### src/hdl/mont_fsm_pkg.sv
package mont_fsm_pkg;

    // controller phases
    // idle:   waiting for an operand set and an empty output
    // prep:   one cycle to register 3b and 3m
    // loop:   one add-and-shift per a digit
    // reduce: final conditional subtraction into the output register
    typedef enum logic [1:0] {
        PH_IDLE   = 2'd0,
        PH_PREP   = 2'd1,
        PH_LOOP   = 2'd2,
        PH_REDUCE = 2'd3
    } mont_phase_t;

endpackage

### src/hdl/mont_control.sv
`timescale 1ns/1ps

module mont_control
    import mont_fsm_pkg::*;
#(
    parameter int OPERAND_WIDTH = 1024
) (
    input  logic clk,
    input  logic resetn,
    input  logic in_valid,
    input  logic out_valid,
    input  logic m_odd,
    output logic in_ready,
    output logic load,
    output logic prep,
    output logic step,
    output logic reduce
);

    localparam int ITER_COUNT = OPERAND_WIDTH / 2;
    localparam int CNT_WIDTH  = $clog2(ITER_COUNT + 1);
    localparam logic [CNT_WIDTH-1:0] LAST_ITER = CNT_WIDTH'(ITER_COUNT - 1);

    mont_phase_t          phase;
    logic [CNT_WIDTH-1:0] iter_cnt;

    // only accept once the previous result has been taken
    assign in_ready = (phase == PH_IDLE) && !out_valid;
    assign load     = in_valid && in_ready;
    assign prep     = (phase == PH_PREP);
    assign step     = (phase == PH_LOOP);
    assign reduce   = (phase == PH_REDUCE);

    always_ff @(posedge clk) begin
        if (!resetn) begin
            phase    <= PH_IDLE;
            iter_cnt <= '0;
        end else begin
            case (phase)
                PH_IDLE: begin
                    iter_cnt <= '0;
                    if (load) begin
                        phase <= PH_PREP;
                    end
                end
                PH_PREP: begin
                    phase <= PH_LOOP;
                end
                PH_LOOP: begin
                    if (iter_cnt == LAST_ITER) begin
                        iter_cnt <= '0;
                        phase    <= PH_REDUCE;
                    end else begin
                        iter_cnt <= iter_cnt + 1'b1;
                    end
                end
                default: begin
                    // reduce lasts a single cycle
                    phase <= PH_IDLE;
                end
            endcase
        end
    end

    // montgomery reduction needs an odd modulus
    a_modulus_odd: assert property (
        @(posedge clk) disable iff (!resetn)
        load |-> m_odd
    ) else $error("accepted an even modulus");

endmodule

### config.mk
export PLATFORM = sky130hd
export DESIGN_NAME = mont_control
export DESIGN_NICKNAME = d
export VERILOG_FILES = /design/src/hdl/mont_fsm_pkg.sv /design/src/hdl/mont_control.sv
export SDC_FILE = /design/constraint.sdc
export NUM_CORES = 1
export LEC_CHECK = 0
export BUFFER_PORTS_ARGS = -buffer_cell sky130_fd_sc_hd__buf_2
export CAP_MARGIN = 5
export CORE_MARGIN = 2
export CORE_UTILIZATION = 45
export DETAILED_ROUTE_END_ITERATION = 10
export GPL_TIMING_DRIVEN = 1
export PLACE_DENSITY = 0.61
export SLEW_MARGIN = 20
export SYNTH_ARGS = -nofsm -noshare
export SYNTH_HDL_FRONTEND = slang
export SYNTH_SLANG_ARGS = --single-unit
### constraint.sdc
create_clock -name clk -period 1.78 [get_ports clk]
set_input_delay 0.267 -clock clk [delete_from_list [all_inputs] [get_ports clk]]
set_output_delay 0.267 -clock clk [all_outputs]
set_load 0.01 [all_outputs]
=== Word-level counts from Yosys, hierarchy flattened ===
Cells that the tools add are included.

* Add/sub/neg operators: 1
* Muxes and demuxes: 5
* Reductions and logical operators: 6
* Equality and inequality tests: 6

{| class="wikitable"
|+ Operators by type and width
! operator !! number
|-
| case mux 10 bit (2 select lines) || 1
|-
| adder 10 x 1 -> 10 bit (second input constant) || 1
|-
| equality test 10 x 9 -> 1 bit (second input constant) || 1
|-
| two-way mux 10 bit || 1
|-
| case mux 2 bit (3 select lines) || 1
|-
| equality test 2 bit (second input constant) || 2
|-
| two-way mux 2 bit || 2
|-
| equality test 2 x 1 -> 1 bit (second input constant) || 1
|-
| logical AND 1 bit || 2
|-
| logical NOT 2 bit || 1
|-
| != test 2 x 1 -> 1 bit (second input constant) || 1
|-
| != test 2 bit (second input constant) || 1
|-
| AND reduction 2 bit || 1
|-
| nonzero test 2 bit || 1
|-
| logical NOT 1 bit || 1
|}

* Flip-flop bits (word level): 12
* Word-level logic and storage cells: 20
* Bits of input ports: 5
* Output and inout port bits: 5

=== Logic depth before layout (Yosys ltp) ===
* Depth in word-level cells: 5
* Mapped depth: 6
* Gate-level depth less buffers: 6

=== Least setup slack after synthesis ===
OpenSTA, ideal clock, no wires.

* Path kind: register -> register
* Start point: reg iter_cnt[0]
* End point: reg iter_cnt[7]
* Setup time: 0.074 ns
* Stages on the path, launching flop included: 6
* Slack: 0.199 ns
* Required time: 1.706 ns
* Clock period less this slack: 1.581 ns
* Arrival time: 1.507 ns
* Buffers on the path: 0
* Cells stage by stage: dfxtp_1 -> ha_1 -> and3_4 -> a41oi_4 -> or3b_1 -> a31oi_1

* Cells in the longest elaborated chain, start to end: 3
* Elaborated cells between the ends (all ways): 4
* Classes of those cells: add/sub: 1; eq/ne: 1; mux: 2

{| class="wikitable"
|+ RTL lines
! element !! line !! text
|-
| from (decl) || mont_control.sv:25 || <nowiki>logic [CNT_WIDTH-1:0] iter_cnt;</nowiki>
|-
| from (signal assigned) || mont_control.sv:54 || <nowiki>iter_cnt <= iter_cnt + 1'b1;</nowiki>
|-
| adder 10 x 1 -> 10 bit / equality test 10 x 9 -> 1 bit (equally long branches) || mont_control.sv:54, mont_control.sv:50 ||
|-
| two-way mux 10 bit (*) || mont_control.sv:50 || <nowiki>if (iter_cnt == LAST_ITER) begin</nowiki>
|-
| case mux 10 bit (2 select lines) (*) || mont_control.sv:39 || <nowiki>case (phase)</nowiki>
|}

Mark *: on every way between the ends. The rest lies on a longest branch, timed or not.
A chain may end at the register's enable or synchronous reset.

=== Worst setup path after layout ===
* Start point: reg iter_cnt[1]
* End point: reg iter_cnt[7]

The elaborated chain is that of the path after synthesis.

==> flow_summary.toml <==
[outcome]
status = "finished, final reports clean"

[pwr]
max-vdd-ir-drop_mv = 0.7818
p_total_mw = 0.9229
cellPowerDensity_nw_per_um2 = 1114
p_leak_nw = 0.3171

[setup_path]
path_max_fanout = 5
path_class = "reg -> reg"
cp-start-kind = "register"
crit_arrival_ns = 1.85
cp-end-kind = "register"
rr_worst_depth = 5
required_ns = 1.99

[clocking]
cts_htree_levels = 1
cts_tree = "yes"
cts_buffers = 3
clkTransAtPathRegs_ns = 0.08
clockBufferDepth = 2
clock_sinks = 12
cts-root-buf = "clkbuf_4"
postCtsSetupBuffers = 0
clock_latency_ns = 0.27

[die]
start_util_pct = 47.11
rows = 14
io_pins = 10
fp.dieH_microns = 43.25
die_w_microns = 43.25
die_area_sq_um = 1870
fp.coreArea_sq_um = 1471

[timing]
finalMaxSlewViolations = 0
fin_tns_setup_ns = 0
max_freq_mhz = 608.2
setup_violations = 0
hold_violations = 0
setup_slack_ns = 0.1357
period_needed_ns = 1.644
finalClockSkew_ns = 0.003689
rsz0062_at_grt = "no"
period_share_pct = 92.38
relSlewSlack_pct = 80.67
tightest_slew_ns = 0.2869
whs_ns = 0.2615

[logic_synthesis]
ys_seq_area_share_pct = 34.66
synth_cell_types = 28
synth_area_leaders = "dfxtp_1 35%, ha_1 9.0%, nand2_1 6.0%"
async_reset_ff_share_pct = 0
synthTopCellsByCount = "12 x dfxtp_1, 11 x nand2_1, 7 x nor2_1"
synth_cells = 80
ys_warn_count = 0
ys.flop_type = "dfxtp_1"
synth_top_area_share_pct = 34.66
syn_avg_cell_area_sq_um = 8.665
synth_area_leader_cell = "dfxtp_1"
syn_area_sq_um = 693.2
yosysMostFrequentCell = "dfxtp_1"
synth_nets = 90
synth_seq_cells = 12
synth-edff-count = 0

[global_route]
grt_use_total_pct = 20.17
grt_max_degree = 14
grt_overflow = 0
antenna_found_initial = 0
grt_pass1_wl_microns = 2794
grt_pass1_vias = 613

[place]
placed_area_sq_um = 787.0
post-place-ws_ns = 0.1238
placed_cells = 108
hpwl_microns = 1209
place.gp.congestion = 0.7950
port_buffers = 8

[detailed_routing]
firstDrtPassIters = 4
wire_per_inst_microns = 14.41
drcViolationCount = 0
detail-route-antenna-nets = 0
wirelength_microns = 1614
first_iter_violations = 12
avgViaCountPerCell = 5.821
vias = 652

[job]
cap_viol_max_count = 0

[cells_and_area]
fin_util_pct = 56.29
nNetsFinal = 107
finalNonFillerCells = 112
antenna_cells = 0
final_cell_area_sq_um = 828.3
syn_to_final_growth_pct = 19.49
drive_gt1_share_pct = 26.04

[worst_hold_path]
hold_depth = 2
min_path_type = "in -> reg"
[path summary, 6_finish.rpt]
path	start	end	slack [ns]
worst max-delay path	iter_cnt[1]	iter_cnt[7]	0.14
worst min-delay path	resetn	phase[0]	0.26
worst max register to register	iter_cnt[1]	iter_cnt[7]	0.14
worst min register to register	phase[1]	phase[1]	0.48
[cells by family after synthesis]
kind of cell / after synthesis / share of synthesized area (%)
compound gates: 21 / 22.93
fa+ha+maj: 5 / 9.025
buf+inv: 7 / 3.790
flops: 12 / 34.66
mux: 3 / 4.513
simple gates: 32 / 25.09
[report_power, final]
part	leakage (nW)	switching [mW]	internal, mW	total [mW]
sequential	0.0977	0.0219	0.295	0.317
clock	0.0210	0.0994	0.124	0.224
combinational	0.198	0.224	0.159	0.382
[cell usage in the layout, fill, tap and decap left out, types with 2 or more instances in the layout]
cell	count
clkbuf_4	3
nor2_1	7
o21ai_0	4
a31oi_1	2
ha_1	4
and4_4	2
mux2i_1	2
a311oi_1	3
inv_1	6
nand2_1	11
nand4_1	2
nand3_1	3
buf_2	8
dfxtp_1	10
dfxtp_2	2
a21oi_1	6
buf_4	5
[registers in the layout, indices dropped and copies added, names as in the netlist]
signal	cells
iter_cnt	10
phase	2
[per-layer routing]
layer	global-route usage, %	wire, microns	up-vias
met2	34.63	789	7
met3	2.553	27	4
met5	0	0	-
met1	23.64	761	314
li1	-	-	327
met4	11.52	36	0
[critical path, stage by stage, from the launching register on]
cell,delay (ns)
dfxtp_1,0.36
ha_2,0.21
and3_4,0.20
a41oi_4,0.26
or3b_1,0.37
a31oi_1,0.17
[timing repair]
item | CTS | global route
resized for setup | 0 | 3
endpoints found under the hold margin | 0 | 0
hold buffers | 0 | 0
endpoints found under the setup margin | 0 | 2
[cell type report]
cell class | instances | area (sq um)
Fill cell | 148 | 643.1
Multi-Input combinational cell | 61 | 429.2
Sequential cell | 12 | 242.7
Timing Repair Buffer | 13 | 77.57
Clock buffer | 4 | 36.28
Inverter | 6 | 22.52
Tap cell | 16 | 20.02
Power figures use the tool's default switching activity.
